===== config.mk =====
export PLATFORM = sky130hd
export DESIGN_NAME = memphy_read_top
export DESIGN_NICKNAME = d
export VERILOG_FILES = /design/src/memphy_pkg.sv /design/src/read_valid_predictor.sv /design/src/read_data_fifo.sv /design/src/read_data_aligner.sv /design/src/phy_status_csr.sv /design/src/memphy_read_top.sv
export SDC_FILE = /design/constraint.sdc
export NUM_CORES = 1
export LEC_CHECK = 0
export BUFFER_PORTS_ARGS = -buffer_cell sky130_fd_sc_hd__buf_2
export CAP_MARGIN = 25
export CORE_ASPECT_RATIO = 1.5
export CORE_MARGIN = 1.5
export CORE_UTILIZATION = 60
export DETAILED_ROUTE_END_ITERATION = 16
export GPL_ROUTABILITY_DRIVEN = 0
export PLACE_DENSITY = 0.76
export SLEW_MARGIN = 20
export SYNTH_ARGS = -nofsm -noshare
export SYNTH_HDL_FRONTEND = slang
export SYNTH_SLANG_ARGS = --single-unit
export TNS_END_PERCENT = 1

===== constraint.sdc =====
create_clock -name pll_afi_clk -period 5.6 [get_ports pll_afi_clk]
set_input_delay 1.12 -clock pll_afi_clk [delete_from_list [all_inputs] [get_ports pll_afi_clk]]
set_output_delay 1.12 -clock pll_afi_clk [all_outputs]
set_load 0.01 [all_outputs]

===== src/memphy_pkg.sv =====
// Read path shared definitions
`default_nettype none

package memphy_pkg;

	// AFI read data word
	localparam int AFI_DATA_WIDTH = 32;

	// Calibrated read latency, in AFI clock cycles
	localparam int RD_LAT_WIDTH = 5;
	localparam int MIN_READ_LATENCY = 2;

	// Status port widths
	localparam int CSR_ADDR_WIDTH = 2;
	localparam int CSR_DATA_WIDTH = 32;

	typedef logic [AFI_DATA_WIDTH-1:0] afi_data_t;
	typedef logic [RD_LAT_WIDTH-1:0] rd_lat_t;
	typedef logic [CSR_ADDR_WIDTH-1:0] csr_addr_t;
	typedef logic [CSR_DATA_WIDTH-1:0] csr_data_t;

	// Register map
	// STATUS     pll_locked, cal_success, cal_fail in bits 2:0
	// DEBUG      stage, substage and group bytes of the debug info
	// READ_COUNT completed reads, 16 bits, wrapping
	// ERRORS     sticky overflow (bit 0) and underflow (bit 1), write 1 to clear
	localparam csr_addr_t CSR_ADDR_STATUS = 2'd0;
	localparam csr_addr_t CSR_ADDR_DEBUG = 2'd1;
	localparam csr_addr_t CSR_ADDR_READ_COUNT = 2'd2;
	localparam csr_addr_t CSR_ADDR_ERRORS = 2'd3;

endpackage

`default_nettype wire


===== src/read_valid_predictor.sv =====
// Read valid predictor
`default_nettype none

module read_valid_predictor
	import memphy_pkg::*;
#(
	parameter int MAX_READ_LATENCY = 31
)
(
	input  wire     pll_afi_clk,
	input  wire     rst,
	input  wire     afi_rdata_en,
	input  rd_lat_t read_latency,
	output logic    pred_valid
);

	// One stage per cycle of latency; entry i is high i+1 edges after the enable
	logic [MAX_READ_LATENCY-1:0] en_sr;

	// Tap that the aligner samples exactly read_latency edges after the enable
	rd_lat_t tap;

	always_ff @(posedge pll_afi_clk)
	begin
		if (rst)
		begin
			en_sr <= '0;
		end
		else
		begin
			en_sr <= {en_sr[MAX_READ_LATENCY-2:0], afi_rdata_en};
		end
	end

	assign tap = read_latency - rd_lat_t'(1);

	// Out of range latency predicts nothing
	always_comb
	begin
		if (read_latency != '0 && int'(tap) < MAX_READ_LATENCY)
		begin
			pred_valid = en_sr[tap];
		end
		else
		begin
			pred_valid = 1'b0;
		end
	end

	// Calibration must keep the latency within the delay line while reading
	latency_in_range: assert property (
		@(posedge pll_afi_clk) disable iff (rst)
		afi_rdata_en |-> (int'(read_latency) >= MIN_READ_LATENCY &&
			int'(read_latency) <= MAX_READ_LATENCY)
	)
	else
		$error("read_latency %0d out of range with reads enabled", read_latency);

endmodule

`default_nettype wire


===== src/read_data_fifo.sv =====
// Read data FIFO
`default_nettype none

module read_data_fifo
	import memphy_pkg::*;
#(
	parameter int FIFO_DEPTH = 16
)
(
	input  wire       pll_afi_clk,
	input  wire       rst,
	input  wire       mem_rdata_valid,
	input  afi_data_t mem_rdata,
	input  wire       fifo_pop,
	output afi_data_t fifo_rdata,
	output logic      fifo_empty,
	output logic      fifo_overflow
);

	localparam int PTR_WIDTH = (FIFO_DEPTH > 1) ? $clog2(FIFO_DEPTH) : 1;
	localparam int CNT_WIDTH = $clog2(FIFO_DEPTH + 1);

	afi_data_t mem [FIFO_DEPTH];

	logic [PTR_WIDTH-1:0] wr_ptr;
	logic [PTR_WIDTH-1:0] rd_ptr;
	logic [CNT_WIDTH-1:0] count;
	logic                 full;
	logic                 push_ok;
	logic                 pop_ok;

	// Pointer advance, also for depths that are not a power of two
	function automatic logic [PTR_WIDTH-1:0] next_ptr(input logic [PTR_WIDTH-1:0] ptr);
		if (ptr == PTR_WIDTH'(FIFO_DEPTH - 1))
			return '0;
		else
			return ptr + PTR_WIDTH'(1);
	endfunction

	assign full = (count == CNT_WIDTH'(FIFO_DEPTH));
	assign fifo_empty = (count == '0);

	// A push into a full buffer is lost
	assign push_ok = mem_rdata_valid && !full;
	assign pop_ok = fifo_pop && !fifo_empty;

	// Head word is visible as soon as it is written
	assign fifo_rdata = mem[rd_ptr];

	always_ff @(posedge pll_afi_clk)
	begin
		if (push_ok)
		begin
			mem[wr_ptr] <= mem_rdata;
		end
	end

	always_ff @(posedge pll_afi_clk)
	begin
		if (rst)
		begin
			wr_ptr <= '0;
			rd_ptr <= '0;
			count <= '0;
			fifo_overflow <= 1'b0;
		end
		else
		begin
			if (push_ok)
				wr_ptr <= next_ptr(wr_ptr);
			if (pop_ok)
				rd_ptr <= next_ptr(rd_ptr);
			// Simultaneous push and pop leave the fill level alone
			if (push_ok && !pop_ok)
				count <= count + CNT_WIDTH'(1);
			else if (pop_ok && !push_ok)
				count <= count - CNT_WIDTH'(1);
			fifo_overflow <= mem_rdata_valid && full;
		end
	end

	fill_in_range: assert property (
		@(posedge pll_afi_clk) disable iff (rst)
		int'(count) <= FIFO_DEPTH
	)
	else
		$error("FIFO fill count %0d above depth", count);

	// The aligner must never pop an empty buffer
	no_pop_when_empty: assert property (
		@(posedge pll_afi_clk) disable iff (rst)
		!(fifo_pop && fifo_empty)
	)
	else
		$error("pop issued on empty read FIFO");

endmodule

`default_nettype wire


===== src/read_data_aligner.sv =====
// Read data aligner
`default_nettype none

module read_data_aligner
	import memphy_pkg::*;
(
	input  wire       pll_afi_clk,
	input  wire       rst,
	input  wire       pred_valid,
	input  afi_data_t fifo_rdata,
	input  wire       fifo_empty,
	output logic      fifo_pop,
	output afi_data_t afi_rdata,
	output logic      afi_rdata_valid,
	output logic      read_underflow
);

	// Predicted read that finds no captured word
	logic miss;

	// Pop only when the predictor expects data and the FIFO has some
	assign fifo_pop = pred_valid && !fifo_empty;
	assign miss = pred_valid && fifo_empty;

	// Read data word held between valids
	always_ff @(posedge pll_afi_clk)
	begin
		if (fifo_pop)
		begin
			afi_rdata <= fifo_rdata;
		end
	end

	always_ff @(posedge pll_afi_clk)
	begin
		if (rst)
		begin
			afi_rdata_valid <= 1'b0;
			read_underflow <= 1'b0;
		end
		else
		begin
			afi_rdata_valid <= fifo_pop;
			read_underflow <= miss;
		end
	end

	// A predicted read either delivers data or is reported missing
	valid_or_underflow: assert property (
		@(posedge pll_afi_clk) disable iff (rst)
		!(afi_rdata_valid && read_underflow)
	)
	else
		$error("afi_rdata_valid and read_underflow high together");

endmodule

`default_nettype wire


===== src/phy_status_csr.sv =====
// PHY status registers
`default_nettype none

module phy_status_csr
	import memphy_pkg::*;
(
	input  wire         pll_afi_clk,
	input  wire         rst,
	input  wire         pll_locked,
	input  wire         afi_cal_success,
	input  wire         afi_cal_fail,
	input  wire  [23:0] afi_cal_debug_info,
	input  wire         afi_rdata_valid,
	input  wire         fifo_overflow,
	input  wire         read_underflow,
	input  csr_addr_t   csr_addr,
	input  wire         csr_read_req,
	input  wire         csr_write_req,
	input  csr_data_t   csr_wdata,
	output csr_data_t   csr_rdata,
	output logic        csr_rdata_valid
);

	localparam int READ_COUNT_WIDTH = 16;

	logic [READ_COUNT_WIDTH-1:0] read_count;
	logic                        err_overflow;
	logic                        err_underflow;
	logic                        err_clear;

	// Debug info fields from the sequencer
	logic [7:0] cal_fail_stage;
	logic [7:0] cal_fail_substage;
	logic [7:0] cal_fail_group;

	csr_data_t rd_mux;

	assign cal_fail_stage = afi_cal_debug_info[7:0];
	assign cal_fail_substage = afi_cal_debug_info[15:8];
	assign cal_fail_group = afi_cal_debug_info[23:16];

	assign err_clear = csr_write_req && (csr_addr == CSR_ADDR_ERRORS);

	// Completed reads, wraps at 16 bits
	always_ff @(posedge pll_afi_clk)
	begin
		if (rst)
			read_count <= '0;
		else if (afi_rdata_valid)
			read_count <= read_count + 1'b1;
	end

	// Sticky flags; a new event wins over a clear in the same cycle
	always_ff @(posedge pll_afi_clk)
	begin
		if (rst)
		begin
			err_overflow <= 1'b0;
			err_underflow <= 1'b0;
		end
		else
		begin
			err_overflow <= fifo_overflow || (err_overflow && !(err_clear && csr_wdata[0]));
			err_underflow <= read_underflow || (err_underflow && !(err_clear && csr_wdata[1]));
		end
	end

	always_comb
	begin
		rd_mux = '0;
		case (csr_addr)
			CSR_ADDR_STATUS:
				rd_mux[2:0] = {afi_cal_fail, afi_cal_success, pll_locked};
			CSR_ADDR_DEBUG:
				rd_mux[23:0] = {cal_fail_group, cal_fail_substage, cal_fail_stage};
			CSR_ADDR_READ_COUNT:
				rd_mux[READ_COUNT_WIDTH-1:0] = read_count;
			default:
				rd_mux[1:0] = {err_underflow, err_overflow};
		endcase
	end

	// Read data, one cycle after the request
	always_ff @(posedge pll_afi_clk)
	begin
		if (csr_read_req)
			csr_rdata <= rd_mux;
	end

	always_ff @(posedge pll_afi_clk)
	begin
		if (rst)
			csr_rdata_valid <= 1'b0;
		else
			csr_rdata_valid <= csr_read_req;
	end

endmodule

`default_nettype wire


===== src/memphy_read_top.sv =====
// DDR3 PHY read path top level
`default_nettype none

module memphy_read_top
	import memphy_pkg::*;
#(
	parameter int FIFO_DEPTH = 16,
	parameter int MAX_READ_LATENCY = 31
)
(
	input  wire         pll_afi_clk,
	input  wire         rst,

	// Controller and sequencer
	input  wire         afi_rdata_en,
	input  rd_lat_t     read_latency,

	// Captured memory data, already in the AFI domain
	input  wire         mem_rdata_valid,
	input  afi_data_t   mem_rdata,

	output afi_data_t   afi_rdata,
	output logic        afi_rdata_valid,

	input  wire         pll_locked,
	input  wire         afi_cal_success,
	input  wire         afi_cal_fail,
	input  wire  [23:0] afi_cal_debug_info,

	input  csr_addr_t   csr_addr,
	input  wire         csr_read_req,
	input  wire         csr_write_req,
	input  csr_data_t   csr_wdata,
	output csr_data_t   csr_rdata,
	output logic        csr_rdata_valid
);

	logic      pred_valid;
	afi_data_t fifo_rdata;
	logic      fifo_empty;
	logic      fifo_pop;
	logic      fifo_overflow;
	logic      read_underflow;

	read_valid_predictor #(
		.MAX_READ_LATENCY(MAX_READ_LATENCY)
	) u_predictor (
		.pll_afi_clk  (pll_afi_clk),
		.rst          (rst),
		.afi_rdata_en (afi_rdata_en),
		.read_latency (read_latency),
		.pred_valid   (pred_valid)
	);

	read_data_fifo #(
		.FIFO_DEPTH(FIFO_DEPTH)
	) u_fifo (
		.pll_afi_clk     (pll_afi_clk),
		.rst             (rst),
		.mem_rdata_valid (mem_rdata_valid),
		.mem_rdata       (mem_rdata),
		.fifo_pop        (fifo_pop),
		.fifo_rdata      (fifo_rdata),
		.fifo_empty      (fifo_empty),
		.fifo_overflow   (fifo_overflow)
	);

	read_data_aligner u_aligner (
		.pll_afi_clk     (pll_afi_clk),
		.rst             (rst),
		.pred_valid      (pred_valid),
		.fifo_rdata      (fifo_rdata),
		.fifo_empty      (fifo_empty),
		.fifo_pop        (fifo_pop),
		.afi_rdata       (afi_rdata),
		.afi_rdata_valid (afi_rdata_valid),
		.read_underflow  (read_underflow)
	);

	// Status port sits beside the read path
	phy_status_csr u_csr (
		.pll_afi_clk        (pll_afi_clk),
		.rst                (rst),
		.pll_locked         (pll_locked),
		.afi_cal_success    (afi_cal_success),
		.afi_cal_fail       (afi_cal_fail),
		.afi_cal_debug_info (afi_cal_debug_info),
		.afi_rdata_valid    (afi_rdata_valid),
		.fifo_overflow      (fifo_overflow),
		.read_underflow     (read_underflow),
		.csr_addr           (csr_addr),
		.csr_read_req       (csr_read_req),
		.csr_write_req      (csr_write_req),
		.csr_wdata          (csr_wdata),
		.csr_rdata          (csr_rdata),
		.csr_rdata_valid    (csr_rdata_valid)
	);

endmodule

`default_nettype wire


Word-level counts from Yosys, hierarchy flattened
Memories as Yosys holds them, arrays and structs flattened. A register that Yosys moved wholly into a read port is not among the register bits.
Cells that the tools add are included.
{"block": "word_totals", "regBits": 90, "memories": 1, "inputBits": 104, "elab_cells": 65, "ramBits": 512, "output_inout_bits": 66}
{"block": "op_classes", "add_sub_neg": 6, "n_reduce_logical": 25, "n_lt_le_gt_ge": 2, "mux": 12, "n_eq_ne": 6}
{"name": "u_fifo.mem", "depth": 16, "word_bits": 32, "rd": 1, "rd_ports_with_merged_regs": 1, "write_ports": 1, "line_no": "read_data_fifo.sv:23", "source": "afi_data_t mem [FIFO_DEPTH];"}
{"operator": "$pmux W13 S2", "n": 1}
{"operator": "$add A16 B1 Y16 const B", "n": 1}
{"operator": "$logic_and A1 B1 Y1", "n": 13}
{"operator": "$mux W5", "n": 2}
{"operator": "$sub A5 B1 Y5 const B", "n": 2}
{"operator": "$add A4 B1 Y4 const B", "n": 2}
{"operator": "$eq A4 B4 Y1 const B", "n": 2}
{"operator": "$mux W4", "n": 2}
{"operator": "$logic_not A1 Y1", "n": 6}
{"operator": "$lt A5 B6 Y1 const B", "n": 1}
{"operator": "$pmux W2 S3", "n": 1}
{"operator": "$add A5 B1 Y5 const B", "n": 1}
{"operator": "$bmux W1 S5", "n": 1}
{"operator": "$eq A5 B5 Y1 const B", "n": 1}
{"operator": "$logic_not A5 Y1", "n": 1}
{"operator": "$lt A5 B5 Y1 const B", "n": 1}
{"operator": "$reduce_bool A5 Y1", "n": 1}
{"operator": "$eq A2 B2 Y1 const B", "n": 2}
{"operator": "$mux W1", "n": 4}
{"operator": "$pmux W1 S3", "n": 1}
{"operator": "$eq A2 B1 Y1 const B", "n": 1}
{"operator": "$logic_not A2 Y1", "n": 1}
{"operator": "$logic_or A1 B1 Y1", "n": 2}
{"operator": "$reduce_bool A2 Y1", "n": 1}

Depth between registers and ports, before layout
{"block": "logic_depth", "word_depth": 9, "mapped_depth": 18, "ltp_nobuf": 16}

By module
A second synthesis with hierarchy kept.
{"block": "unflattened", "cells_unflattened": 1229, "area_unflattened_um2": 24382.1}
{"mod": "read_data_fifo", "area_each_um2": 20091.8, "seq_area_each_um2": 15735.1, "cells_per_inst": 899, "n_inst": 1}
{"mod": "phy_status_csr", "area_each_um2": 1986.9, "seq_area_each_um2": 1101.1, "cells_per_inst": 180, "n_inst": 1}
{"mod": "read_valid_predictor", "area_each_um2": 1275.0, "seq_area_each_um2": 620.6, "cells_per_inst": 113, "n_inst": 1}
{"mod": "read_data_aligner", "area_each_um2": 1028.5, "seq_area_each_um2": 1001.0, "cells_per_inst": 37, "n_inst": 1}

Worst setup path before layout
Ideal clock, no wire load.
{"block": "synth_path", "path_type": "input-to-reg", "from": "in read_latency[0]", "to": "reg u_fifo.count[4]", "setup_slack_ps": 798, "arrival_ps": 4731, "path_stages": 17, "path_buffers": 2, "t_required_ps": 5529, "setup_ps": 71, "cell_sequence": "clkbuf_1 > inv_2 > ha_1 > buf_2 > xor2_2 > mux4_1 > mux2i_1 > o22a_2 > o2bb2ai_2 > ha_1 > inv_1 > fa_1 > a21o_1 > a21oi_1 > xnor2_1 > or3_1 > a21oi_1"}
{"block": "synth_via", "elab_chain_len": 9, "word_cells_on_any_way": 14, "cone_classes": "add/sub: 1; order compare: 1; mux: 4; reduce/logical: 8"}
{"element": "start: declaration", "line_no": "memphy_read_top.sv:16", "source": "input rd_lat_t read_latency,"}
{"element": "$sub A5 B1 Y5", "line_no": "read_valid_predictor.sv:35", "source": "assign tap = read_latency - rd_lat_t'(1);"}
{"element": "$bmux W1 S5 / $lt A5 B5 Y1 (equally long branches)", "line_no": "read_valid_predictor.sv:42, read_valid_predictor.sv:40"}
{"element": "$mux W1 (not written as such) / $logic_and A1 B1 Y1 (equally long branches)", "line_no": "read_valid_predictor.sv:42, read_valid_predictor.sv:40"}
{"element": "$mux W1 (*)", "line_no": "read_valid_predictor.sv:40", "source": "if (read_latency != '0 && int'(tap) < MAX_READ_LATENCY)"}
{"element": "$logic_and A1 B1 Y1 (*)", "line_no": "read_data_aligner.sv:22", "source": "assign fifo_pop = pred_valid && !fifo_empty;"}
{"element": "$logic_and A1 B1 Y1 (*)", "line_no": "read_data_fifo.sv:45", "source": "assign pop_ok = fifo_pop && !fifo_empty;"}
{"element": "$logic_not A1 Y1", "line_no": "read_data_fifo.sv:74", "source": "if (push_ok && !pop_ok)"}
{"element": "$logic_and A1 B1 Y1", "line_no": "read_data_fifo.sv:74"}
{"element": "$mux W5 / $reduce_bool A2 Y1 (equally long branches)"}
{"element": "end signal: assignment", "line_no": "read_data_fifo.sv:75", "source": "count <= count + CNT_WIDTH'(1);"}
{"element": "end signal: assignment", "line_no": "read_data_fifo.sv:77", "source": "count <= count - CNT_WIDTH'(1);"}
{"element": "end: declaration", "line_no": "read_data_fifo.sv:27", "source": "logic [CNT_WIDTH-1:0] count;"}
Every way passes the cells marked *; elsewhere a longest branch is shown, timed or not. The select of a mux whose other input is x is not followed.
A chain may end at the register's enable or synchronous reset.

Worst setup path in the final report
Ends and elaborated chain as after synthesis.

==> metrics <==
Slew Limit Fails=0; peak supply drop=roughly 0.00029 V; most common cell in the netlist=edfxtp_1; grt ovf=0; WP data arrival=5.00 ns; WL met3=3020 microns; Post-synth EDFFs=568; Synth warnings=0; Final Hold Fails=0; clk_lat worst skew=about 0.60 ns; total CTS buffers=54; Setup TNS=0 ns; reg2reg path depth=13; die area=0.0416 sq mm; I/O pin count=170; CTS Hold Bufs=0; Synth area leaders=edfxtp_1 70%, mux4_2 15%, dfxtp_1 5.5%; P_leak=0.00882 uW; CP peak stage delay=0.61 ns; Setup Fix Bufs, Post-CTS=0; cts repair resizes=0; vias in the first global route=11,900; row count=90; Async SR Flop Fraction=0%; Slew headroom=33.8%; vias post-DR=around 12,000; count of cell types in the netlist=53; pwr dens=between 300 and 400 mW/mm^2; all-layer global routing usage=between 20% and 30%; routed wl met2=about 26,000 microns; register area share after synthesis=75.8%; switch share=22.4%; Clk Tree Root Cell=clkbuf_16; path type of the worst min-delay path=flop to flop; synth cell count leaders=568 x edfxtp_1, 161 x mux4_2, 66 x dfxtp_1, 50 x nor2b_1, 46 x nor2_1; FF-to-FF Start=u_predictor.en_sr[28]$_SDFF_PP0_; CP max stage cell=mux4_1; clk slew on worst S/H paths=~0.06 ns; Critical Path End=u_fifo.count[4]$_SDFFE_PP0P_; DR WL/cell=26.5 microns; HPWL Detailed=25,300 microns; Remaining DRCs=0; CP top delay family=adder cells; ratio of cells with drive above 1 in the final layout=between 30% and 40%; Initial DRC Count=1,236; Layout area overhead=12.8%; Design Area, Final=0.0273 sq mm; crit path cell chain=buf_2 -> inv_2 -> ha_1 -> xor2_2 -> mux4_1 -> mux2i_1 -> o22a_2 -> o2bb2ai_2 -> ha_1 -> inv_1 -> fa_1 -> a21o_1 -> a21oi_1 -> xnor2_1 -> or3_1 -> a21oi_1; first-pass GRT wire length=between 70,000 and 80,000 microns; CP Max Fanout=11; outcome=complete, no violations; Slew @ Worst Pin=0.991 ns; Routed Wire Length=49,200 microns; Die H=249 microns; antenna-violating nets left=0; Crit path depth=16; DRT met1 WL=18,900 microns; placed instance area=0.0256 sq mm; FF+latch count, synth=approximately 630; Layout Skew=around 0.019 ns; Initial Util=60.5%; IO buf count=approximately 130; fillers=about 2,500; Vias/cell=6.31; critical path class=primary input to flop; Crit path buffers/inverters=3; fmax=roughly 220 MHz; Synth Cell Area=0.0242 sq mm; area leader, netlist=edfxtp_1; final setup violating endpoints=0; CTS tree=done; CP required=6.11 ns; top sig layer=met5; startpoint types=primary input; largest net degree at the start of global routing=71; Gate power share=11.7%; die width=167 microns; Internal Power=~8000 uW; H-tree depth=2; sw power=2320 uW; max-cap violations=0; Post-Syn Instances=1,150; Nets=1,428; capturing point of the worst reg2reg path=u_fifo.count[4]$_SDFFE_PP0P_; Post-Syn Area per Cell=21.1 sq um; period utilisation layout=80.1%; sequential share of power=53.3%; DRT Pass-1 Iters=7; post-synth top area share=70.4%; Core Region=0.0401 sq mm; Clock Sinks=about 630; initial antenna violation count=4; Reg2Reg Setup Slack=2.24 ns; top_reg_cell synth=edfxtp_1; Worst Setup SP=read_latency[0]; minimum clock period=4.49 ns; Clock Tree Buf Depth=3; Clk pwr share=35.0%; Worst setup EP type=flop; RSZ-0062 raised after global routing=no
-- state kept, by name (all words and copies together) (netlist names) --
signal / flops
u_fifo.fifo_overflow: 1
u_predictor.en_sr: 31
u_csr.read_count: 16
u_aligner.afi_rdata: 32
u_fifo.count: 5
u_fifo.rd_ptr: 4
u_aligner.afi_rdata_valid: 1
u_fifo.mem: 512
u_csr.csr_rdata: 24
u_csr.err_overflow: 1
u_csr.csr_rdata_valid: 1
u_csr.err_underflow: 1
u_aligner.read_underflow: 1
u_fifo.wr_ptr: 4
-- power by group through the flow --
| stage | Sequential, uW | Clock [uW] | Combinational (uW) |
|---|---|---|---|
| detailed placement | 5610 | 0 | 1200 |
| CTS | 5510 | 3680 | 1220 |
| global route | 5530 | 3840 | 1300 |
| finish | 5510 | 3620 | 1210 |
| global placement | 5600 | 0 | 1180 |
| floorplan | 5550 | 0 | 884 |
-- layer usage --
| metal | global-route usage (%) | up-vias |
|---|---|---|
| li1 | - | 4994 |
| met1 | 31.7 | 6122 |
| met2 | 41.6 | 489 |
| met3 | 3.78 | 99 |
| met4 | 8.08 | 6 |
| met5 | 0 | - |
-- kinds of logic after synthesis --
family          count (synthesis)  synth area share (%)
xor+xnor                       21                 0.790
other cells                     1                0.0155
fa+ha+maj                      16                 0.857
buf+inv                        77                  1.37
flops                         634                  75.8
compound gates                 55                  1.63
simple gates                  165                  3.61
mux                           181                  15.9
-- layout make-up --
class | count | area [sq um] | area share (%)
clock buffer | 73 | 1470 | 5.39
antenna | 1 | 2.50 | 0.00915
tap | 506 | 633 | 2.32
inverter | 11 | 41.3 | 0.151
multi-input combinational | 446 | 5670 | 20.7
timing repair buffer | 161 | 913 | 3.34
clock inverter | 23 | 221 | 0.810
sequential | 634 | 18400 | 67.2
-- worst register-to-register path, stage by stage (launching register included) --
cell	delay (ns)
dfxtp_1	0.31
mux2_2	0.25
a221oi_1	0.32
nor4b_1	0.11
a41oi_1	0.42
o2bb2ai_2	0.24
ha_1	0.24
inv_1	0.11
fa_1	0.42
a21o_1	0.18
a21oi_1	0.17
xnor2_1	0.09
or3_1	0.30
a21oi_1	0.13
-- stage by stage --
stage | cells | power (uW) | hold slack [ns] | setup WS (ns) | utilization (%)
final | 1855 | 10300 | 0.452 | 1.11 | 68.2
after global routing | 1855 | 10700 | 0.474 | 0.877 | 68.2
after CTS | 1853 | 10400 | 0.468 | 1.16 | 68.1
after detailed placement | 1757 | 6810 | 0.440 | 0.543 | 63.9
after global placement | 1757 | 6780 | 0.425 | 0.638 | 63.9
after floorplan | 1157 | 6440 | 0.413 | 0.798 | -
-- cells in the final DEF (no fill, tap or decap), types with 7 or more instances in the layout --
cell type    n
nor2_1      34
a21oi_1     18
conb_1       8
mux2i_1     16
buf_4       28
nand2b_1     7
dfxtp_1     62
a22oi_1     13
inv_1        9
buf_2      131
edfxtp_1   568
ha_1        15
mux4_2     161
nand3_1     14
nand2_1     14
clkinv_2     7
clkbuf_16   55
clkinv_1    10
and2_1       8
nor2_4      12
nor2b_1     50
clkbuf_1    15
xor2_1      14
-- worst min-delay path by stage --
stage / start / endpoint / depth (start not counted)
2_1_floorplan: u_fifo.fifo_overflow$_SDFF_PP0_ / u_csr.err_overflow$_SDFF_PP0_ / 2
3_3_place_gp: u_fifo.fifo_overflow$_SDFF_PP0_ / u_csr.err_overflow$_SDFF_PP0_ / 2
4_1_cts: u_predictor.en_sr[29]$_SDFF_PP0_ / u_predictor.en_sr[30]$_SDFF_PP0_ / 1
5_1_grt: u_predictor.en_sr[25]$_SDFF_PP0_ / u_predictor.en_sr[26]$_SDFF_PP0_ / 1
6_report: u_aligner.read_underflow$_SDFF_PP0_ / u_csr.err_underflow$_SDFF_PP0_ / 2
3_5_place_dp: u_aligner.read_underflow$_SDFF_PP0_ / u_csr.err_underflow$_SDFF_PP0_ / 2
Note: power is estimated with default switching activity, not from simulation.
